--- src/include/cpuControl_cfg.svh ---
/* CPU control unit configuration */

`ifndef CPU_CONTROL_CFG_SVH
`define CPU_CONTROL_CFG_SVH

// Instruction word and opcode field
`define INSTR_WIDTH 32
`define OPCODE_MSB 31
`define OPCODE_LSB 27

`define ALU_OP_WIDTH 5

// Up to five execute steps
`define STEP_WIDTH 3

`endif

--- src/source/ctrlPkg.sv ---
/* Control unit types */

`include "cpuControl_cfg.svh"

package ctrlPkg;

    // Sequencer phase
    typedef enum logic [2:0] {
        fetch0,
        fetch1,
        fetch2,
        execute,
        halted
    } phase_e;

    // ALU operation codes as seen by the datapath
    typedef enum logic [`ALU_OP_WIDTH-1:0] {
        aluNop  = 0,
        aluAdd  = 1,
        aluSub  = 2,
        aluShr  = 5,
        aluShl  = 6,
        aluShra = 7,
        aluRor  = 8,
        aluRol  = 9,
        aluAnd  = 10,
        aluOr   = 11,
        aluNeg  = 12,
        aluNot  = 15
    } aluOp_e;

endpackage

--- src/source/isaPkg.sv ---
/* Instruction set types */

`include "cpuControl_cfg.svh"

package isaPkg;

    // Opcode field values of the supported instructions
    typedef enum logic [`OPCODE_MSB-`OPCODE_LSB:0] {
        opLd   = 0,
        opLdi  = 1,
        opSt   = 2,
        opAdd  = 3,
        opSub  = 4,
        opAnd  = 5,
        opOr   = 6,
        opShr  = 7,
        opShra = 8,
        opShl  = 9,
        opRor  = 10,
        opRol  = 11,
        opAddi = 12,
        opAndi = 13,
        opOri  = 14,
        opNeg  = 17,
        opNot  = 18,
        opJr   = 20,
        opIn   = 22,
        opOut  = 23
    } opcode_e;

    // Instructions grouped by execute sequence
    typedef enum logic [3:0] {
        aluReg,
        aluUnary,
        aluImm,
        load,
        loadImm,
        store,
        jumpReg,
        portIn,
        portOut,
        noOp
    } instrClass_e;

endpackage

--- src/source/controlStrobes.sv ---
/* Datapath strobe decoder */

`timescale 1ns/1ns
`include "cpuControl_cfg.svh"

module controlStrobes (
    input  ctrlPkg::phase_e         phase,
    input  logic [`STEP_WIDTH-1:0]  step,
    input  isaPkg::instrClass_e     instrClass,
    input  ctrlPkg::aluOp_e         aluOp,
    output logic                    run,
    output logic                    read,
    output logic                    write,
    output logic                    baOut,
    output logic                    regIn,
    output logic                    regOut,
    output logic                    gra,
    output logic                    grb,
    output logic                    grc,
    output logic                    marIn,
    output logic                    mdrIn,
    output logic                    yIn,
    output logic                    zIn,
    output logic                    pcIn,
    output logic                    pcOut,
    output logic                    irIn,
    output logic                    incPc,
    output logic                    inPortOut,
    output logic                    outPortIn,
    output logic                    zLowOut,
    output logic                    mdrOut,
    output logic                    cOut,
    output ctrlPkg::aluOp_e         aluOpcode
);
    import isaPkg::*;
    import ctrlPkg::*;

    assign run = (phase != halted);

    always_comb begin
        read = 1'b0;
        write = 1'b0;
        baOut = 1'b0;
        regIn = 1'b0;
        regOut = 1'b0;
        gra = 1'b0;
        grb = 1'b0;
        grc = 1'b0;
        marIn = 1'b0;
        mdrIn = 1'b0;
        yIn = 1'b0;
        zIn = 1'b0;
        pcIn = 1'b0;
        pcOut = 1'b0;
        irIn = 1'b0;
        incPc = 1'b0;
        inPortOut = 1'b0;
        outPortIn = 1'b0;
        zLowOut = 1'b0;
        mdrOut = 1'b0;
        cOut = 1'b0;
        aluOpcode = aluNop;

        case (phase)
            fetch0: begin
                pcOut = 1'b1;
                marIn = 1'b1;
                zIn = 1'b1;
                incPc = 1'b1;
            end
            fetch1: begin
                zLowOut = 1'b1;
                pcIn = 1'b1;
                read = 1'b1;
                mdrIn = 1'b1;
            end
            fetch2: begin
                mdrOut = 1'b1;
                irIn = 1'b1;
            end
            execute: begin
                case (instrClass)
                    aluReg, aluUnary, aluImm: begin
                        case (step)
                            `STEP_WIDTH'(1): begin
                                grb = 1'b1;
                                yIn = 1'b1;
                            end
                            `STEP_WIDTH'(2): begin
                                zIn = 1'b1;
                                aluOpcode = aluOp;
                                grc = (instrClass == aluReg);
                                regOut = (instrClass == aluReg);
                                cOut = (instrClass == aluImm);
                            end
                            `STEP_WIDTH'(3): begin
                                zLowOut = 1'b1;
                                gra = 1'b1;
                                regIn = 1'b1;
                            end
                            default: ;
                        endcase
                    end
                    load, loadImm, store: begin
                        case (step)
                            // Base plus offset into Y then Z
                            `STEP_WIDTH'(1): begin
                                grb = 1'b1;
                                baOut = 1'b1;
                                yIn = 1'b1;
                            end
                            `STEP_WIDTH'(2): begin
                                zIn = 1'b1;
                                cOut = 1'b1;
                                aluOpcode = aluAdd;
                            end
                            `STEP_WIDTH'(3): begin
                                zLowOut = 1'b1;
                                marIn = (instrClass != loadImm);
                                gra = (instrClass == loadImm);
                                regIn = (instrClass == loadImm);
                            end
                            `STEP_WIDTH'(4): begin
                                mdrIn = 1'b1;
                                read = (instrClass == load);
                                write = (instrClass == store);
                                regOut = (instrClass == store);
                                gra = (instrClass == store);
                            end
                            `STEP_WIDTH'(5): begin
                                mdrOut = 1'b1;
                                gra = 1'b1;
                                regIn = 1'b1;
                            end
                            default: ;
                        endcase
                    end
                    jumpReg: begin
                        gra = 1'b1;
                        regOut = 1'b1;
                        pcIn = 1'b1;
                    end
                    portIn: begin
                        inPortOut = 1'b1;
                        gra = 1'b1;
                        regIn = 1'b1;
                    end
                    portOut: begin
                        outPortIn = 1'b1;
                        gra = 1'b1;
                        regOut = 1'b1;
                    end
                    default: ;
                endcase
            end
            default: ;
        endcase
    end

endmodule

--- src/source/cpuControl.sv ---
/* CPU control unit */

`timescale 1ns/1ns
`include "cpuControl_cfg.svh"

module cpuControl (
    input  logic                    clk,
    input  logic                    reset,
    input  logic                    stop,
    input  logic [`INSTR_WIDTH-1:0] IRdata,
    output logic                    run,
    output logic                    read,
    output logic                    write,
    output logic                    baOut,
    output logic                    regIn,
    output logic                    regOut,
    output logic                    gra,
    output logic                    grb,
    output logic                    grc,
    output logic                    marIn,
    output logic                    mdrIn,
    output logic                    yIn,
    output logic                    zIn,
    output logic                    pcIn,
    output logic                    pcOut,
    output logic                    irIn,
    output logic                    incPc,
    output logic                    inPortOut,
    output logic                    outPortIn,
    output logic                    zLowOut,
    output logic                    mdrOut,
    output logic                    cOut,
    output ctrlPkg::aluOp_e         aluOpcode
);
    import isaPkg::*;
    import ctrlPkg::*;

    // Decode of the word now in IRdata
    instrClass_e            decClass;
    aluOp_e                 decAluOp;
    logic [`STEP_WIDTH-1:0] decLastStep;

    phase_e                 phase;
    logic [`STEP_WIDTH-1:0] step;
    instrClass_e            instrClass;
    aluOp_e                 aluOp;

    opcodeDecoder decoder (
        .instr      (IRdata),
        .instrClass (decClass),
        .aluOp      (decAluOp),
        .lastStep   (decLastStep)
    );

    stepSequencer sequencer (
        .clk          (clk),
        .reset        (reset),
        .stop         (stop),
        .nextClass    (decClass),
        .nextAluOp    (decAluOp),
        .nextLastStep (decLastStep),
        .phase        (phase),
        .step         (step),
        .instrClass   (instrClass),
        .aluOp        (aluOp)
    );

    controlStrobes strobes (
        .phase      (phase),
        .step       (step),
        .instrClass (instrClass),
        .aluOp      (aluOp),
        .run        (run),
        .read       (read),
        .write      (write),
        .baOut      (baOut),
        .regIn      (regIn),
        .regOut     (regOut),
        .gra        (gra),
        .grb        (grb),
        .grc        (grc),
        .marIn      (marIn),
        .mdrIn      (mdrIn),
        .yIn        (yIn),
        .zIn        (zIn),
        .pcIn       (pcIn),
        .pcOut      (pcOut),
        .irIn       (irIn),
        .incPc      (incPc),
        .inPortOut  (inPortOut),
        .outPortIn  (outPortIn),
        .zLowOut    (zLowOut),
        .mdrOut     (mdrOut),
        .cOut       (cOut),
        .aluOpcode  (aluOpcode)
    );

endmodule

--- src/source/opcodeDecoder.sv ---
/* Opcode decoder */

`timescale 1ns/1ns
`include "cpuControl_cfg.svh"

module opcodeDecoder (
    input  logic [`INSTR_WIDTH-1:0] instr,
    output isaPkg::instrClass_e     instrClass,
    output ctrlPkg::aluOp_e         aluOp,
    output logic [`STEP_WIDTH-1:0]  lastStep
);
    import isaPkg::*;
    import ctrlPkg::*;

    opcode_e opcode;

    assign opcode = opcode_e'(instr[`OPCODE_MSB:`OPCODE_LSB]);

    always_comb begin
        instrClass = noOp;
        aluOp = aluNop;
        case (opcode)
            opAdd:  begin instrClass = aluReg;   aluOp = aluAdd;  end
            opSub:  begin instrClass = aluReg;   aluOp = aluSub;  end
            opAnd:  begin instrClass = aluReg;   aluOp = aluAnd;  end
            opOr:   begin instrClass = aluReg;   aluOp = aluOr;   end
            opShl:  begin instrClass = aluReg;   aluOp = aluShl;  end
            opShr:  begin instrClass = aluReg;   aluOp = aluShr;  end
            opShra: begin instrClass = aluReg;   aluOp = aluShra; end
            opRol:  begin instrClass = aluReg;   aluOp = aluRol;  end
            opRor:  begin instrClass = aluReg;   aluOp = aluRor;  end
            opNeg:  begin instrClass = aluUnary; aluOp = aluNeg;  end
            opNot:  begin instrClass = aluUnary; aluOp = aluNot;  end
            opAddi: begin instrClass = aluImm;   aluOp = aluAdd;  end
            opAndi: begin instrClass = aluImm;   aluOp = aluAnd;  end
            opOri:  begin instrClass = aluImm;   aluOp = aluOr;   end
            // Address and immediate sums use the adder
            opLd:   begin instrClass = load;     aluOp = aluAdd;  end
            opLdi:  begin instrClass = loadImm;  aluOp = aluAdd;  end
            opSt:   begin instrClass = store;    aluOp = aluAdd;  end
            opJr:   instrClass = jumpReg;
            opIn:   instrClass = portIn;
            opOut:  instrClass = portOut;
            default: instrClass = noOp;
        endcase
    end

    // Final execute step per class
    always_comb begin
        case (instrClass)
            aluReg, aluUnary, aluImm, loadImm: lastStep = `STEP_WIDTH'(3);
            load:    lastStep = `STEP_WIDTH'(5);
            store:   lastStep = `STEP_WIDTH'(4);
            default: lastStep = `STEP_WIDTH'(1);
        endcase
    end

endmodule

--- src/source/stepSequencer.sv ---
/* Control step sequencer */

`timescale 1ns/1ns
`include "cpuControl_cfg.svh"

module stepSequencer (
    input  logic                    clk,
    input  logic                    reset,
    input  logic                    stop,
    input  isaPkg::instrClass_e     nextClass,
    input  ctrlPkg::aluOp_e         nextAluOp,
    input  logic [`STEP_WIDTH-1:0]  nextLastStep,
    output ctrlPkg::phase_e         phase,
    output logic [`STEP_WIDTH-1:0]  step,
    output isaPkg::instrClass_e     instrClass,
    output ctrlPkg::aluOp_e         aluOp
);
    import isaPkg::*;
    import ctrlPkg::*;

    logic [`STEP_WIDTH-1:0] lastStep;
    phase_e                 savedPhase;
    logic [`STEP_WIDTH-1:0] savedStep;

    // State that follows the present one when stop is low
    phase_e                 advPhase;
    logic [`STEP_WIDTH-1:0] advStep;

    always_comb begin
        advPhase = phase;
        advStep = step;
        case (phase)
            fetch0: begin
                advPhase = fetch1;
                advStep = '0;
            end
            fetch1: begin
                advPhase = fetch2;
                advStep = '0;
            end
            fetch2: begin
                advPhase = execute;
                advStep = `STEP_WIDTH'(1);
            end
            execute: begin
                if (step == lastStep) begin
                    advPhase = fetch0;
                    advStep = '0;
                end else begin
                    advStep = step + `STEP_WIDTH'(1);
                end
            end
            halted: begin
                advPhase = savedPhase;
                advStep = savedStep;
            end
            default: begin
                advPhase = fetch0;
                advStep = '0;
            end
        endcase
    end

    always_ff @(posedge clk or posedge reset) begin
        if (reset) begin
            phase <= halted;
            step <= '0;
            savedPhase <= fetch0;
            savedStep <= '0;
        end else if (stop) begin
            phase <= halted;
            // Only the first stop cycle records where to pick up
            if (phase != halted) begin
                savedPhase <= advPhase;
                savedStep <= advStep;
            end
        end else begin
            phase <= advPhase;
            step <= advStep;
        end
    end

    // Decode is taken on the edge leaving fetch2, stopped or not
    always_ff @(posedge clk or posedge reset) begin
        if (reset) begin
            instrClass <= noOp;
            aluOp <= aluNop;
            lastStep <= `STEP_WIDTH'(1);
        end else if (phase == fetch2) begin
            instrClass <= nextClass;
            aluOp <= nextAluOp;
            lastStep <= nextLastStep;
        end
    end

endmodule
--- config.mk ---
export PLATFORM = sky130hd
export DESIGN_NAME = cpuControl
export DESIGN_NICKNAME = d
export VERILOG_FILES = /design/src/source/ctrlPkg.sv /design/src/source/isaPkg.sv /design/src/source/controlStrobes.sv /design/src/source/cpuControl.sv /design/src/source/opcodeDecoder.sv /design/src/source/stepSequencer.sv
export VERILOG_INCLUDE_DIRS = /design/src /design/src/include
export SDC_FILE = /design/constraint.sdc
export NUM_CORES = 1
export LEC_CHECK = 0
export ABC_AREA = 1
export BUFFER_PORTS_ARGS = -buffer_cell sky130_fd_sc_hd__buf_4
export CAP_MARGIN = 30
export CORE_MARGIN = 2
export CORE_UTILIZATION = 30
export CTS_BUF_LIST = sky130_fd_sc_hd__clkbuf_4 sky130_fd_sc_hd__clkbuf_8
export DETAILED_ROUTE_END_ITERATION = 10
export GPL_ROUTABILITY_DRIVEN = 0
export RECOVER_POWER = 100
export SETUP_SLACK_MARGIN = 0.3
export SLEW_MARGIN = 30
export SYNTH_ARGS = -nofsm -noshare
export SYNTH_HDL_FRONTEND = slang
export SYNTH_SLANG_ARGS = --single-unit
--- constraint.sdc ---
create_clock -name clk -period 3.1 [get_ports clk]
set_input_delay 0.62 -clock clk [delete_from_list [all_inputs] [get_ports clk]]
set_output_delay 0.62 -clock clk [all_outputs]
set_load 0.01 [all_outputs]
==> results.md <==
- Outcome: complete, no violations
- CP Cell Sequence: inv_1 > nand2_1 > inv_1 > nand2_1 > nand2_1 > nor2_1 > nor2_1 > o21ai_0 > inv_1 > clkbuf_1
- Synth warn: 0
- Comb pwr share: 0.393
- # diodes: 0
- Htree depth: 1
- R2R setup slack: 1.30 ns
- Max stage delay cell, worst path: dfstp_1
- Max Cap Viol: 0
- Synthesized area: 0.00176 mm²
- Worst R2R Path Depth: 7
- Fin Hold WS: 0.418 ns
- Pre-antenna DRT Iters: 4
- Post-Place Worst Slack: 0.961 ns
- Final WL: 4.49 mm
- Largest net degree at the start of global routing: 24
- Max Fclk: 405 MHz
- Rows: 27
- RSZ-0062 raised after global routing: no
- Worst Skew: 0.00483 ns
- Cells after Synth: 275
- Crit path largest cell delay: 0.59 ns
- Sw Share: 0.419
- Wire per inst: 11.9 µm
- Die Ht: 80.6 µm
- Fin cells: 378
- IO Port Bufs: 33
- Pint: 641 µW
- Setup Fix Bufs, Post-CTS: 0
- Via count: 1,844
- Syn_nets: 315
- Number of global-route vias before repair: 1,710
- Post-route setup slack: 0.631 ns
- CTS sink count: 23
- Iter 0 DRT Violations: 150
- Netlist cell types: 28
- Relative slew slack: 0.439
- DR DRC count: 0
- Fin crit share: 0.797
- CTS Hold Bufs: 0
- Max-slew violation count: 0
- Layout Area Growth over Synthesis: 13.5%
- Final Hold Viols: 0
- Die area: 0.00650 mm²
- Dpl hpwl: 3.53 mm
- Reg clk slew, reported paths: 0.08 ns
- FILL cells: 624
- Final instance area: 0.00200 mm²
- Global-route wire length before repair: 7.54 mm
- CTS tree: built
- Antenna violations before repair: 0
- Post-synthesis sequential area ratio: 0.330
- Die W: 80.6 µm
- Critical Path Start Type: flip-flop
- Seq cells post-synth: 23
- I/O Pins: 62
- Grt ovf: 0
- Setup TNS after final layout: 0 ns
- Placed inst area: 0.00206 mm²
- CP Capture Type: primary output
- Post-route ant nets: 0
- Peak supply drop: 244 µV
- Reg-to-reg endpoint: sequencer.step[2]
- Clock buffer depth: 2
- Inst Count DP: 374
- CP required: 2.48 ns
- Total Nets Final: 347
- Period minus WS final: 2.47 ns
- Total core area: 0.00557 mm²
- Syn_area_per_cell: 6.41 µm²
- Worst hold path type: in2async
- Root Buffer: clkbuf_8
- Final setup viols: 0
- Initial core utilization: 0.316
- Clock Latency Late Sink: 0.27 ns
- Slew @ Worst Pin: 0.836 ns
- Clock power frac: 0.170
- NetSw: 463 µW
- Total track usage: 0.145
- CP max FO: 5
- TritonCTS Buffers: 3
- Crit Path Class: reg2out
- Vias per cell: 4.88
- Sequential share of power: 0.437
- R2r startpoint: sequencer.phase[2]
- Arr. time, crit path: 1.85 ns
- Leak: 0.000952 µW
- Share of cells above drive strength 1: 0.0915
- Post-cts resize count: 0
- PwrDens: 552 mW/mm²
==> layout by cell type, fill, tap and decap left out, types with 3 or more instances in the layout <==
| cell type | instances |
|---|---|
| a21oi_1 | 9 |
| clkbuf_8 | 3 |
| o21ai_0 | 25 |
| nor2_2 | 7 |
| inv_1 | 36 |
| nor3_1 | 3 |
| ha_1 | 5 |
| clkbuf_1 | 27 |
| nand3_1 | 12 |
| a31oi_1 | 5 |
| xnor2_1 | 3 |
| nand4_1 | 6 |
| nor2_1 | 54 |
| nand2_1 | 61 |
| dfrtp_1 | 19 |
| inv_2 | 5 |
| buf_4 | 6 |
==> logic make-up after synthesis <==
logic type,count (synthesis),share of synthesized area
adders and majority gates,5,0.0355
and+or+nand+nor,149,0.359
xor gates and xnor gates,3,0.0149
other,1,0.00213
AOI/OAI and AO/OA,45,0.141
buffers and inverters,49,0.118
DFF,23,0.330
==> registers in the layout, indices dropped and copies added (netlist names) <==
register / flops
sequencer.savedStep: 3
sequencer.lastStep: 3
sequencer.aluOp: 4
sequencer.step: 3
sequencer.phase: 3
sequencer.savedPhase: 3
sequencer.instrClass: 4
==> how the worst max path moves through the flow <==
stage | start | to | slack [ns] | cells after the start
2_1_floorplan | sequencer.step[0] | marIn | 1.14 | 4
3_3_place_gp | sequencer.step[0] | gra | 0.99 | 7
3_5_place_dp | sequencer.instrClass[3] | cOut | 0.96 | 10
4_1_cts | sequencer.step[0] | gra | 0.66 | 7
5_1_grt | sequencer.instrClass[3] | cOut | 0.45 | 10
6_report | sequencer.instrClass[3] | cOut | 0.63 | 10
==> Yosys cell counts, drive strengths merged <==
master,count,area [µm²]
o31ai,2,15.0
nor4,2,12.5
o21ai,25,125
nor3,3,15.0
buf,5,32.5
o211ai,2,15.0
a21boi,1,7.51
nor2,61,249
dfrtp,19,475
a21oi,9,45.0
nand2,63,241
xnor2,3,26.3
nand3b,1,7.51
a31oi,5,31.3
ha,5,62.6
nand4,6,37.5
clkbuf,2,17.5
conb,1,3.75
nand3,13,70.1
dfstp,4,105
o41ai,1,8.76
inv,42,158
==> final cells by class <==
class | instances | area (µm²) | share of cell area
repair buffers | 34 | 154 | 0.0770
multi-input cells | 203 | 971 | 0.486
inverters | 42 | 158 | 0.0788
well taps | 72 | 90.1 | 0.0451
clock buffers | 3 | 41.3 | 0.0207
clock inverters | 1 | 5.00 | 0.00250
flip-flops and latches | 23 | 581 | 0.290
==> critical path: cells and delay by family, from the launching register on <==
family                 cells  cell delay, ns
AO/OA/AOI/OAI              1            0.09
AND/OR/NAND/NOR            5            0.59
buffers and inverters      4            0.32
flip-flops                 1            0.59
==> power by group through the flow <==
| stage | clock (µW) | sequential, µW | combinational [µW] |
|---|---|---|---|
| 6_report | 187 | 482 | 434 |
| 5_1_grt | 204 | 504 | 506 |
| 4_1_cts | 191 | 485 | 462 |
| 3_5_place_dp | 0 | 490 | 459 |
| 3_3_place_gp | 0 | 488 | 451 |
| 2_1_floorplan | 0 | 472 | 339 |
==> stage by stage <==
stage	util	power, µW
2_1_floorplan	-	811
3_3_place_gp	0.369	939
3_5_place_dp	0.369	949
4_1_cts	0.377	1140
5_1_grt	0.359	1210
6_report	0.359	1100
==> metal layers <==
metal,vias to the layer above,GRT usage,share of wire
li1,940,-,-
met4,0,0.0644,0.023
met2,67,0.238,0.43
met5,-,0,0
met1,828,0.191,0.48
met3,9,0.0180,0.061
No activity file was read; power rests on OpenSTA's default activity.
